File: src/verilog/eeprom_pkg.sv
`default_nettype none

package eeprom_pkg;

    typedef logic [10:0] eeprom_addr_t;
    typedef logic [7:0]  byte_t;

    // byte engine commands, CMD_START doubles as repeated start
    typedef enum logic [1:0] {
        CMD_START = 2'd0,
        CMD_STOP  = 2'd1,
        CMD_WRITE = 2'd2,
        CMD_READ  = 2'd3
    } byte_cmd_e;

    localparam logic [3:0] DEV_TYPE = 4'b1010; // 24cxx device type

    // apb offsets
    localparam logic [3:0] REG_ADDR   = 4'h0;
    localparam logic [3:0] REG_WDATA  = 4'h4;
    localparam logic [3:0] REG_CTRL   = 4'h8;
    localparam logic [3:0] REG_STATUS = 4'hC;

    localparam int CTRL_GO       = 0;
    localparam int CTRL_READ     = 1;
    localparam int STAT_BUSY     = 0;
    localparam int STAT_NACK     = 1;
    localparam int STAT_RDATA_LO = 8; // read byte in 15:8

endpackage

`default_nettype wire

File: src/verilog/byte_cmd_if.sv
`timescale 1ns/1ps
`default_nettype none

interface byte_cmd_if;
    import eeprom_pkg::*;

    byte_cmd_e cmd;
    logic      valid;
    byte_t     wdata;
    logic      busy;
    logic      done;  // one cycle, busy falls with it
    byte_t     rdata;
    logic      nack;  // write commands only

    modport seq (output cmd, valid, wdata, input busy, done, rdata, nack);
    modport eng (input cmd, valid, wdata, output busy, done, rdata, nack);

endinterface

`default_nettype wire

File: src/verilog/i2c_byte_engine.sv
`timescale 1ns/1ps
`default_nettype none

module i2c_byte_engine #(
    parameter int CLK_DIV = 8
) (
    input  logic       CLK,
    input  logic       RESET,
    byte_cmd_if.eng    bc,
    output logic       scl,
    output logic       sda_oe,
    input  logic       sda_in
);
    import eeprom_pkg::*;

    localparam int CW = $clog2(CLK_DIV);
    localparam logic [CW-1:0] HALF_END = CW'(CLK_DIV - 1);
    localparam logic [CW-1:0] HALF_MID = CW'(CLK_DIV / 2);

    typedef enum logic [1:0] {PH_IDLE, PH_LOW, PH_HIGH} phase_e;

    phase_e          phase;
    logic [CW-1:0]   cnt;     // position within the scl half period
    logic [3:0]      bit_cnt;
    byte_cmd_e       cmd_q;
    byte_t           shreg;
    logic            done_q;
    logic            nack_q;
    logic            is_mid;
    logic            is_end;
    logic            last_bit;

    assign is_mid = (cnt == HALF_MID);
    assign is_end = (cnt == HALF_END);
    // start and stop take one scl period, bytes take nine
    assign last_bit = (cmd_q == CMD_START || cmd_q == CMD_STOP) ? (bit_cnt == 4'd0)
                                                               : (bit_cnt == 4'd8);

    assign bc.busy  = (phase != PH_IDLE);
    assign bc.done  = done_q;
    assign bc.rdata = shreg;
    assign bc.nack  = nack_q;

    always_ff @(posedge CLK)
    begin
        if (RESET)
        begin
            phase   <= PH_IDLE;
            cnt     <= '0;
            bit_cnt <= '0;
            scl     <= 1'b1;
            sda_oe  <= 1'b0;
            done_q  <= 1'b0;
            nack_q  <= 1'b0;
        end
        else
        begin
            done_q <= 1'b0;
            case (phase)
                PH_IDLE:
                    if (bc.valid)
                    begin
                        cmd_q   <= bc.cmd;
                        shreg   <= bc.wdata;
                        nack_q  <= 1'b0;
                        bit_cnt <= '0;
                        cnt     <= '0;
                        scl     <= 1'b0;
                        phase   <= PH_LOW;
                    end
                PH_LOW:
                begin
                    cnt <= is_end ? '0 : cnt + 1'b1;
                    if (is_mid)
                    begin
                        case (cmd_q)
                            CMD_START: sda_oe <= 1'b0; // release before the high half
                            CMD_STOP:  sda_oe <= 1'b1;
                            CMD_WRITE:
                                if (bit_cnt < 4'd8)
                                begin
                                    sda_oe <= ~shreg[7]; // msb first
                                    shreg  <= {shreg[6:0], 1'b0};
                                end
                                else
                                    sda_oe <= 1'b0; // ack slot
                            default:   sda_oe <= 1'b0; // read data and final nack
                        endcase
                    end
                    if (is_end)
                    begin
                        scl   <= 1'b1;
                        phase <= PH_HIGH;
                    end
                end
                PH_HIGH:
                begin
                    cnt <= is_end ? '0 : cnt + 1'b1;
                    if (is_mid)
                    begin
                        case (cmd_q)
                            CMD_START: sda_oe <= 1'b1; // sda falls, scl high
                            CMD_STOP:  sda_oe <= 1'b0; // sda rises, scl high
                            CMD_WRITE:
                                if (bit_cnt == 4'd8)
                                    nack_q <= sda_in;
                            default:
                                if (bit_cnt < 4'd8)
                                    shreg <= {shreg[6:0], sda_in};
                        endcase
                    end
                    if (is_end)
                    begin
                        if (last_bit)
                        begin
                            done_q <= 1'b1;
                            phase  <= PH_IDLE;
                            if (cmd_q != CMD_STOP)
                                scl <= 1'b0; // bus stays owned between bytes
                        end
                        else
                        begin
                            scl     <= 1'b0;
                            bit_cnt <= bit_cnt + 1'b1;
                            phase   <= PH_LOW;
                        end
                    end
                end
                default: phase <= PH_IDLE;
            endcase
        end
    end

endmodule

`default_nettype wire

File: src/verilog/eeprom_sequencer.sv
`timescale 1ns/1ps
`default_nettype none

module eeprom_sequencer (
    input  logic                    CLK,
    input  logic                    RESET,
    input  logic                    start,
    input  logic                    rd_not_wr,
    input  eeprom_pkg::eeprom_addr_t addr,
    input  eeprom_pkg::byte_t       wdata,
    output logic                    busy,
    output logic                    nack,
    output eeprom_pkg::byte_t       rdata,
    byte_cmd_if.seq                 bc
);
    import eeprom_pkg::*;

    typedef enum logic [1:0] {S_IDLE, S_ISSUE, S_WAIT} state_e;

    state_e       state;
    logic [2:0]   step;
    logic [2:0]   stop_step;
    logic         rd_q;
    eeprom_addr_t addr_q;
    byte_t        wdata_q;
    byte_t        ctrl_w;
    byte_t        ctrl_r;
    byte_cmd_e    cmd;
    byte_t        cmd_data;

    assign ctrl_w = {DEV_TYPE, addr_q[10:8], 1'b0};
    assign ctrl_r = {DEV_TYPE, addr_q[10:8], 1'b1};
    assign stop_step = rd_q ? 3'd6 : 3'd4;

    // command list, the write path ends at step 4
    always_comb
    begin
        cmd      = CMD_STOP;
        cmd_data = '0;
        case (step)
            3'd0: cmd = CMD_START;
            3'd1:
            begin
                cmd      = CMD_WRITE;
                cmd_data = ctrl_w;
            end
            3'd2:
            begin
                cmd      = CMD_WRITE;
                cmd_data = addr_q[7:0];
            end
            3'd3:
            begin
                cmd      = rd_q ? CMD_START : CMD_WRITE; // repeated start for reads
                cmd_data = wdata_q;
            end
            3'd4:
            begin
                cmd      = rd_q ? CMD_WRITE : CMD_STOP;
                cmd_data = ctrl_r;
            end
            3'd5: cmd = CMD_READ;
            default: cmd = CMD_STOP;
        endcase
    end

    assign bc.cmd   = cmd;
    assign bc.wdata = cmd_data;
    assign bc.valid = (state == S_ISSUE) && !bc.busy;
    assign busy     = (state != S_IDLE);

    always_ff @(posedge CLK)
    begin
        if (RESET)
        begin
            state <= S_IDLE;
            step  <= '0;
            rd_q  <= 1'b0;
            nack  <= 1'b0;
        end
        else
        begin
            case (state)
                S_IDLE:
                    if (start)
                    begin
                        rd_q  <= rd_not_wr;
                        step  <= '0;
                        nack  <= 1'b0;
                        state <= S_ISSUE;
                    end
                S_ISSUE:
                    if (!bc.busy)
                        state <= S_WAIT;
                S_WAIT:
                    if (bc.done)
                    begin
                        if (cmd == CMD_STOP)
                            state <= S_IDLE;
                        else
                        begin
                            if (cmd == CMD_WRITE && bc.nack)
                            begin
                                nack <= 1'b1;
                                step <= stop_step; // abandon the rest
                            end
                            else
                                step <= step + 1'b1;
                            state <= S_ISSUE;
                        end
                    end
                default: state <= S_IDLE;
            endcase
        end
    end

    always_ff @(posedge CLK)
    begin
        if (state == S_IDLE && start)
        begin
            addr_q  <= addr;
            wdata_q <= wdata;
        end
        if (state == S_WAIT && bc.done && cmd == CMD_READ)
            rdata <= bc.rdata;
    end

endmodule

`default_nettype wire

File: src/verilog/apb_eeprom_regs.sv
`timescale 1ns/1ps
`default_nettype none

module apb_eeprom_regs (
    input  logic                     CLK,
    input  logic                     RESET,
    input  logic                     psel,
    input  logic                     penable,
    input  logic                     pwrite,
    input  logic [3:0]               paddr,
    input  logic [31:0]              pwdata,
    output logic [31:0]              prdata,
    output logic                     pslverr,
    output logic                     start,
    output logic                     rd_not_wr,
    output eeprom_pkg::eeprom_addr_t addr,
    output eeprom_pkg::byte_t        wdata,
    input  logic                     busy,
    input  logic                     nack,
    input  eeprom_pkg::byte_t        rdata
);
    import eeprom_pkg::*;

    logic        wr_acc;
    logic        wr_ok;
    logic [31:0] status;

    assign wr_acc  = psel && penable && pwrite;
    assign wr_ok   = wr_acc && !busy;
    assign pslverr = wr_acc && busy; // refused, registers untouched

    // start pulse lasts the access phase only
    assign start     = wr_ok && (paddr == REG_CTRL) && pwdata[CTRL_GO];
    assign rd_not_wr = pwdata[CTRL_READ];

    always_ff @(posedge CLK)
    begin
        if (RESET)
        begin
            addr  <= '0;
            wdata <= '0;
        end
        else if (wr_ok)
        begin
            if (paddr == REG_ADDR)
                addr <= pwdata[10:0];
            if (paddr == REG_WDATA)
                wdata <= pwdata[7:0];
        end
    end

    always_comb
    begin
        status                        = '0;
        status[STAT_BUSY]             = busy;
        status[STAT_NACK]             = nack;
        status[STAT_RDATA_LO +: 8]    = rdata;
    end

    always_comb
    begin
        case (paddr)
            REG_ADDR:   prdata = {21'b0, addr};
            REG_WDATA:  prdata = {24'b0, wdata};
            REG_STATUS: prdata = status;
            default:    prdata = '0; // ctrl reads back zero
        endcase
    end

endmodule

`default_nettype wire

File: src/verilog/eeprom_ctrl_top.sv
`timescale 1ns/1ps
`default_nettype none

module eeprom_ctrl_top #(
    parameter int CLK_DIV = 8
) (
    input  logic        CLK,
    input  logic        RESET,
    input  logic        psel,
    input  logic        penable,
    input  logic        pwrite,
    input  logic [3:0]  paddr,
    input  logic [31:0] pwdata,
    output logic [31:0] prdata,
    output logic        pslverr,
    output logic        scl,
    output logic        sda_oe, // high pulls sda low
    input  logic        sda_in
);
    import eeprom_pkg::*;

    logic         start;
    logic         rd_not_wr;
    eeprom_addr_t addr;
    byte_t        wdata;
    logic         busy;
    logic         nack;
    byte_t        rdata;

    byte_cmd_if bc ();

    apb_eeprom_regs u_regs (
        .CLK       (CLK),
        .RESET     (RESET),
        .psel      (psel),
        .penable   (penable),
        .pwrite    (pwrite),
        .paddr     (paddr),
        .pwdata    (pwdata),
        .prdata    (prdata),
        .pslverr   (pslverr),
        .start     (start),
        .rd_not_wr (rd_not_wr),
        .addr      (addr),
        .wdata     (wdata),
        .busy      (busy),
        .nack      (nack),
        .rdata     (rdata)
    );

    eeprom_sequencer u_seq (
        .CLK       (CLK),
        .RESET     (RESET),
        .start     (start),
        .rd_not_wr (rd_not_wr),
        .addr      (addr),
        .wdata     (wdata),
        .busy      (busy),
        .nack      (nack),
        .rdata     (rdata),
        .bc        (bc.seq)
    );

    i2c_byte_engine #(
        .CLK_DIV (CLK_DIV)
    ) u_engine (
        .CLK    (CLK),
        .RESET  (RESET),
        .bc     (bc.eng),
        .scl    (scl),
        .sda_oe (sda_oe),
        .sda_in (sda_in)
    );

endmodule

`default_nettype wire

File: config.mk
export PLATFORM = sky130hd
export DESIGN_NAME = eeprom_ctrl_top
export DESIGN_NICKNAME = d
export VERILOG_FILES = /design/src/verilog/eeprom_pkg.sv /design/src/verilog/byte_cmd_if.sv /design/src/verilog/i2c_byte_engine.sv /design/src/verilog/eeprom_sequencer.sv /design/src/verilog/apb_eeprom_regs.sv /design/src/verilog/eeprom_ctrl_top.sv
export SDC_FILE = /design/constraint.sdc
export NUM_CORES = 1
export LEC_CHECK = 0
export ABC_AREA = 1
export CAP_MARGIN = 0
export CORE_MARGIN = 3
export CORE_UTILIZATION = 60
export DETAILED_ROUTE_END_ITERATION = 10
export DONT_BUFFER_PORTS = 1
export PLACE_DENSITY = 0.86
export SYNTH_ARGS = -nofsm -noshare
export SYNTH_HDL_FRONTEND = slang
export SYNTH_HIERARCHICAL = 1
export SYNTH_SLANG_ARGS = --single-unit
File: constraint.sdc
create_clock -name CLK -period 6.3 [get_ports CLK]
set_clock_uncertainty 0.2 [all_clocks]
set_input_delay 0 -clock CLK [delete_from_list [all_inputs] [get_ports CLK]]
set_output_delay 0 -clock CLK [all_outputs]
set_load 0.03 [all_outputs]
; ---- After elaboration in Yosys (flattened, before gate mapping)
; Index checks and enable logic that the tools add are counted.
[word_totals]
register_bits = 76
output_inout_bits = 35
[op_classes]
bitwise_logic = 4
add_sub_neg = 3
reduce_logical = 45
mux = 59
n_eq_ne = 40
n_lt_le_gt_ge = 1
[ops]
columns = op, n
row1 = $mux W8, 7
row2 = $pmux W16 S3, 1
row3 = $pmux W8 S4, 1
row4 = $ne A2 B1 Y1 const B, 12
row5 = $pmux W8 S3, 1
row6 = $mux W1, 19
row7 = $mux W2, 9
row8 = $mux W3, 6
row9 = $reduce_and A5 Y1, 3
row10 = $eq A3 B3 Y1 const B, 4
row11 = $eq A4 B4 Y1 const B, 3
row12 = $mux W4, 3
row13 = $ne A2 B2 Y1 const B, 6
row14 = $pmux W2 S3, 2
row15 = $pmux W3 S2, 2
row16 = $reduce_and A4 Y1, 3
row17 = $reduce_bool A2 Y1, 6
row18 = $logic_and A1 B1 Y1, 11
row19 = $eq A2 B2 Y1 const B, 5
row20 = $pmux W1 S2, 5
row21 = $pmux W2 S5, 1
row22 = $reduce_and A3 Y1, 3
row23 = $reduce_and A9 Y1, 1
row24 = $eq A2 B1 Y1 const B, 4
row25 = 20 further kinds, 34

; ---- Longest topological paths before layout
[depth]
ltp_word = 9
depth_mapped = 14

; ---- Modules after synthesis
; Netlist, hierarchy kept.
[modules_own_cells]
columns = module, instances, area_each_um2, seq_area_each_um2, cells_each
row1 = eeprom_sequencer, 1, 1539.0, 950.9, 144
row2 = i2c_byte_engine, 1, 1376.3, 560.5, 165
row3 = apb_eeprom_regs, 1, 1271.2, 380.4, 197

; ---- Least setup slack after synthesis
; Ideal clock, no wire load.
[synth_path]
path_type = reg-to-reg
start = register u_engine.phase[0]
end = register u_engine.shreg[0] (netlist: u_engine/bc.rdata[0]), enable pin
t_required_ns = 5.705
slack_ns = 3.610
setup_time_ns = 0.395
path_stages_with_launch = 11
path_buffers = 0
synth_period_minus_slack_ns = 2.690
arrival_ns = 2.095
path_cell_list = dfxtp_1 > inv_1 > ha_1 > inv_1 > nor2_1 > inv_1 > nand2_1 > nand2_1 > inv_2 > o21ai_1 > nor4_1
[synth_via]
elab_chain_cells = 5
[synth_rtl]
columns = item, line_no
row1 = from (decl), i2c_byte_engine.sv:22  ; phase_e phase;
row2 = from (signal assigned), i2c_byte_engine.sv:48  ; phase <= PH_IDLE;
row3 = from (signal assigned), i2c_byte_engine.sv:69  ; phase <= PH_LOW;
row4 = from (signal assigned), i2c_byte_engine.sv:93  ; phase <= PH_HIGH;
row5 = $reduce_bool A2 Y1, i2c_byte_engine.sv:39  ; assign bc.busy = (phase != PH_IDLE);
row6 = via bc.busy, byte_cmd_if.sv:10  ; logic busy;
row7 = $logic_not A1 Y1, eeprom_sequencer.sv:69  ; assign bc.valid = (state == S_ISSUE) && !bc.busy;
row8 = $logic_and A1 B1 Y1, eeprom_sequencer.sv:69
row9 = via bc.valid, byte_cmd_if.sv:8  ; logic valid;
row10 = $ne A2 B2 Y1 (no line), -
row11 = $reduce_and A9 Y1 (no line), -
row12 = to (signal assigned), i2c_byte_engine.sv:64  ; shreg <= bc.wdata;
row13 = to (signal assigned), i2c_byte_engine.sv:83  ; shreg <= {shreg[6:0], 1'b0};
row14 = to (signal assigned), i2c_byte_engine.sv:109  ; shreg <= {shreg[6:0], sda_in};
row15 = to (decl), i2c_byte_engine.sv:26  ; byte_t shreg;
; The timed path passes the listed nets, and every way through them passes these cells.
; A chain may end at the register's enable or synchronous reset.

; ---- Final worst setup path
[layout_path]
start = register u_seq.state[0]
end = register u_regs.wdata[6]
[layout_via]
elab_chain_cells = 4
[layout_rtl]
columns = item, line_no
row1 = from (decl), eeprom_sequencer.sv:20  ; state_e state;
row2 = from (signal assigned), eeprom_sequencer.sv:76  ; state <= S_IDLE;
row3 = from (signal assigned), eeprom_sequencer.sv:90  ; state <= S_ISSUE;
row4 = from (signal assigned), eeprom_sequencer.sv:94  ; state <= S_WAIT;
row5 = $reduce_bool A2 Y1, eeprom_sequencer.sv:70  ; assign busy = (state != S_IDLE);
row6 = via busy, eeprom_ctrl_top.sv:26  ; logic busy;
row7 = $logic_not A1 Y1, apb_eeprom_regs.sv:29  ; assign wr_ok = wr_acc && !busy;
row8 = $logic_and A1 B1 Y1, apb_eeprom_regs.sv:29
row9 = $reduce_and A2 Y1 (no line), -
row10 = to (signal assigned), apb_eeprom_regs.sv:48  ; wdata <= pwdata[7:0];
row11 = to (decl), apb_eeprom_regs.sv:17  ; output eeprom_pkg::byte_t wdata,
; The timed path passes the listed nets, and every way through them passes these cells.

==> run_results.csv <==
group,metric,value,unit
yosys,ys_seq_area_share,45.19,%
worst_setup_path,cp-start-kind,"register",
finish,final_area,4738,sq um
timing,period_share,54.04,%
finish,final_cells,644,
power_and_ir_drop,ir_worst_vdd,0.0001626,V
finish,final_nets,606,
finish,fillerInstances,459,
job,drv_cap,0,
timing,period_needed,3.405,ns
drt,vias_per_cell,5.407,
global_route,grt_pass1_vias,3351,
global_route,grt_max_degree,23,
timing,worst-slew-pin-transition,1.014,ns
yosys,synth.avg_cell_area,8.274,sq um
worst_setup_path,endpoint_kind,"register",
drt,drt_wl_total,9.446,mm
status,status,"finished, final reports clean",
worst_setup_path,r2r_cells,10,
global_route,overflow,0,
min_path,worstHoldStart,"paddr[2]",
floorplan,start_util,63.75,%
clocking,cts_root_buf,"clkbuf_8",
yosys,synth_edf_count,37,
clocking,cts_made_buffers,9,
finish,final_common_cell,"nand2_1",
yosys,synthFlopType,"dfxtp_1",
placed_design,gp_congestion,0.8794,
worst_setup_path,crit_fanout,8,
yosys,ys_ff_latch,76,
power_and_ir_drop,power_density,238.1,nW/um^2
finish,num_antenna_cells,0,
placed_design,dp_hpwl,5.800,mm
floorplan,dieArea,8016,sq um
worst_setup_path,reg2reg_setup_slack,2.90,ns
floorplan,die_h,89.53,microns
timing,rsz0062_at_grt,"no",
worst_setup_path,critical_path_class,"reg2reg",
worst_setup_path,critPathArrivalTime,3.51,ns
finish,syn_to_final_growth,13.18,%
clocking,clk-insertion-delay-late,0.35,ns
drt,wl_per_cell,14.67,microns
floorplan,core,6568,sq um
timing,hold_viol_final,0,
timing,setup_ws,2.895,ns
yosys,synthArstFlopShare,0,%
min_path,hold_depth,6,
yosys,synth_cell_type_count,41,
global_route,grt_pass1_wl,15.03,mm
placed_design,port-buffer-count,0,
worst_setup_path,timing.rr.end,"u_regs/wdata[6]",
placed_design,placed_area,4134,sq um
clocking,htreeDepth,3,
worst_setup_path,worst_ep_required_time,6.40,ns
timing,setup_viol,0,
yosys,synthesis.area,4187,sq um
yosys,yosysTopAreaCell,"edfxtp_1",
worst_setup_path,timing.rr.start,"u_seq/state[0]",
timing,setup_tns,0,ns
power_and_ir_drop,p_leak,0.001896,uW
placed_design,dp_slack,3.796,ns
global_route,antenna_found_initial,0,
timing,drv_slew,0,
min_path,holdPathEnd,"u_regs/addr[4]",
finish,drive_above_1_share,12.16,%
finish,mostFrequentLayoutCells,"nand2_1 (112), nor2_1 (67), inv_1 (54)",
clocking,cts_sinks,76,
clocking,cts_buffer_depth,2,
drt,drc,0,
placed_design,post-place-cells,587,
yosys,netlist_instances,506,
drt,ant_nets,0,
timing,fmax,293.7,MHz
floorplan,num_rows,29,
floorplan,die_width,89.53,microns
power_and_ir_drop,p_total,1128,uW
clocking,cts_tree,"built",
timing,slew_headroom,31.67,%
yosys,ys_warn_count,6,
yosys,synth_top_area_share,26.54,%
drt,dr.pass1.iters,5,
min_path,hp-class,"in2reg",
drt,drt_iter0_markers,260,
drt,via_count,3482,
clocking,ctsResizeCount,0,
clocking,clkTransAtPathRegs,0.09,ns
global_route,grt_use_total,24.54,%
floorplan,design.portCount,77,
yosys,yosys-top-cells-area,"edfxtp_1 (27%), dfxtp_1 (19%), nand2_1 (10%)",
[metrics by stage]
stage / hold slack [ns] / utilization [%]
CTS: 0.02022 / 72.15
global placement: -0.1333 / 62.95
finish: 0.06646 / 72.15
global route: 0.08583 / 72.15
detailed placement: -0.1315 / 62.95
floorplan: -0.04217 / -
[critical path, stage by stage, from the launching register on]
cell	delay, ns
dfxtp_1	0.33
nor2_1	0.20
inv_2	0.13
inv_2	0.12
nand4_4	0.08
dlygate4sd3_1	0.66
nor2_4	0.13
dlygate4sd3_1	0.79
nor2_1	0.08
nor2_1	0.10
dlygate4sd3_1	0.55
[cell families after synthesis]
kind of cell | synth area share, %
DFF | 45.19
other | 0.08957
buffers and inverters | 11.81
AOI/OAI and AO/OA | 7.711
adders and majority gates | 5.380
and+or+nand+nor | 29.62
xor gates and xnor gates | 0.2092
[registers in the layout, indices dropped and copies added (netlist names), 2 cells and up]
signal	count
u_engine/bc.rdata	8
u_seq/state	2
u_seq/rdata	8
u_engine/cnt	3
u_regs/addr	11
u_seq/wdata_q	8
u_engine/cmd_q	2
u_engine/bit_cnt	4
u_engine/phase	2
u_seq/addr_q	11
u_regs/wdata	8
u_seq/step	3
[how the worst max path moves through the flow]
stage	from	slack, ns	end	cells after the start
2_1_floorplan	u_engine/phase[0]	3.61	u_engine/bc.rdata[0]	10
3_3_place_gp	u_seq/state[0]	3.85	u_seq/step[1]	14
3_5_place_dp	u_seq/step[2]	3.80	u_seq/rdata[3]	7
4_1_cts	u_seq/state[0]	2.97	u_regs/wdata[6]	10
5_1_grt	u_seq/state[0]	2.80	u_regs/wdata[6]	10
6_report	u_seq/state[0]	2.90	u_regs/wdata[6]	10
[report_power, final]
part / internal [uW] / total [uW] / switching [uW]
Sequential: 545 / 564 / 18.9
Combinational: 67.5 / 213 / 146
Clock: 169 / 351 / 182
[synth_stat cells (2+ instances only)]
cell type    n
a22o_1       2
nand3_1     40
a21oi_2      2
buf_6        7
a21oi_1     16
buf_4       20
nor2_4       4
dfxtp_1     39
nor3_1       3
clkinv_1     2
o21ai_1      5
edfxtp_1    37
o21ai_0     14
nor2_1      67
a31oi_1      3
ha_1        18
nor2_2      10
inv_1       54
nand4_1      5
a211oi_1     2
inv_2        8
nand3_2      6
nand2_1    112
nand2_4      4
o21a_1       2
inv_4        2
o21ai_2      2
nand2_2      7
[routing by layer]
| layer | vias to the layer above | track usage (%) | part of all wire [%] |
|---|---|---|---|
| met3 | 24 | 5.530 | 7.1 |
| met1 | 1618 | 27.38 | 40 |
| li1 | 1676 | - | - |
| met2 | 164 | 44.68 | 51 |
| met5 | - | 0 | 0 |
| met4 | 0 | 10.28 | 2.1 |
[timing repair]
action / 4_1_cts / 5_1_grt
setup endpoints to repair: 0 / 0
hold buffers: 41 / 0
endpoints found under the hold margin: 69 / 0
buffers inserted: 0 / 0
[layout make-up]
class / count / area (sq um) / area share (%)
Timing Repair Buffer: 42 / 417.9 / 8.820
Tap cell: 93 / 116.4 / 2.456
Clock buffer: 10 / 148.9 / 3.142
Sequential cell: 76 / 1892 / 39.93
Clock inverter: 6 / 45.04 / 0.9506
Inverter: 67 / 261.5 / 5.519
Multi-Input combinational cell: 350 / 1857 / 39.19
Power figures use the tool's default switching activity.
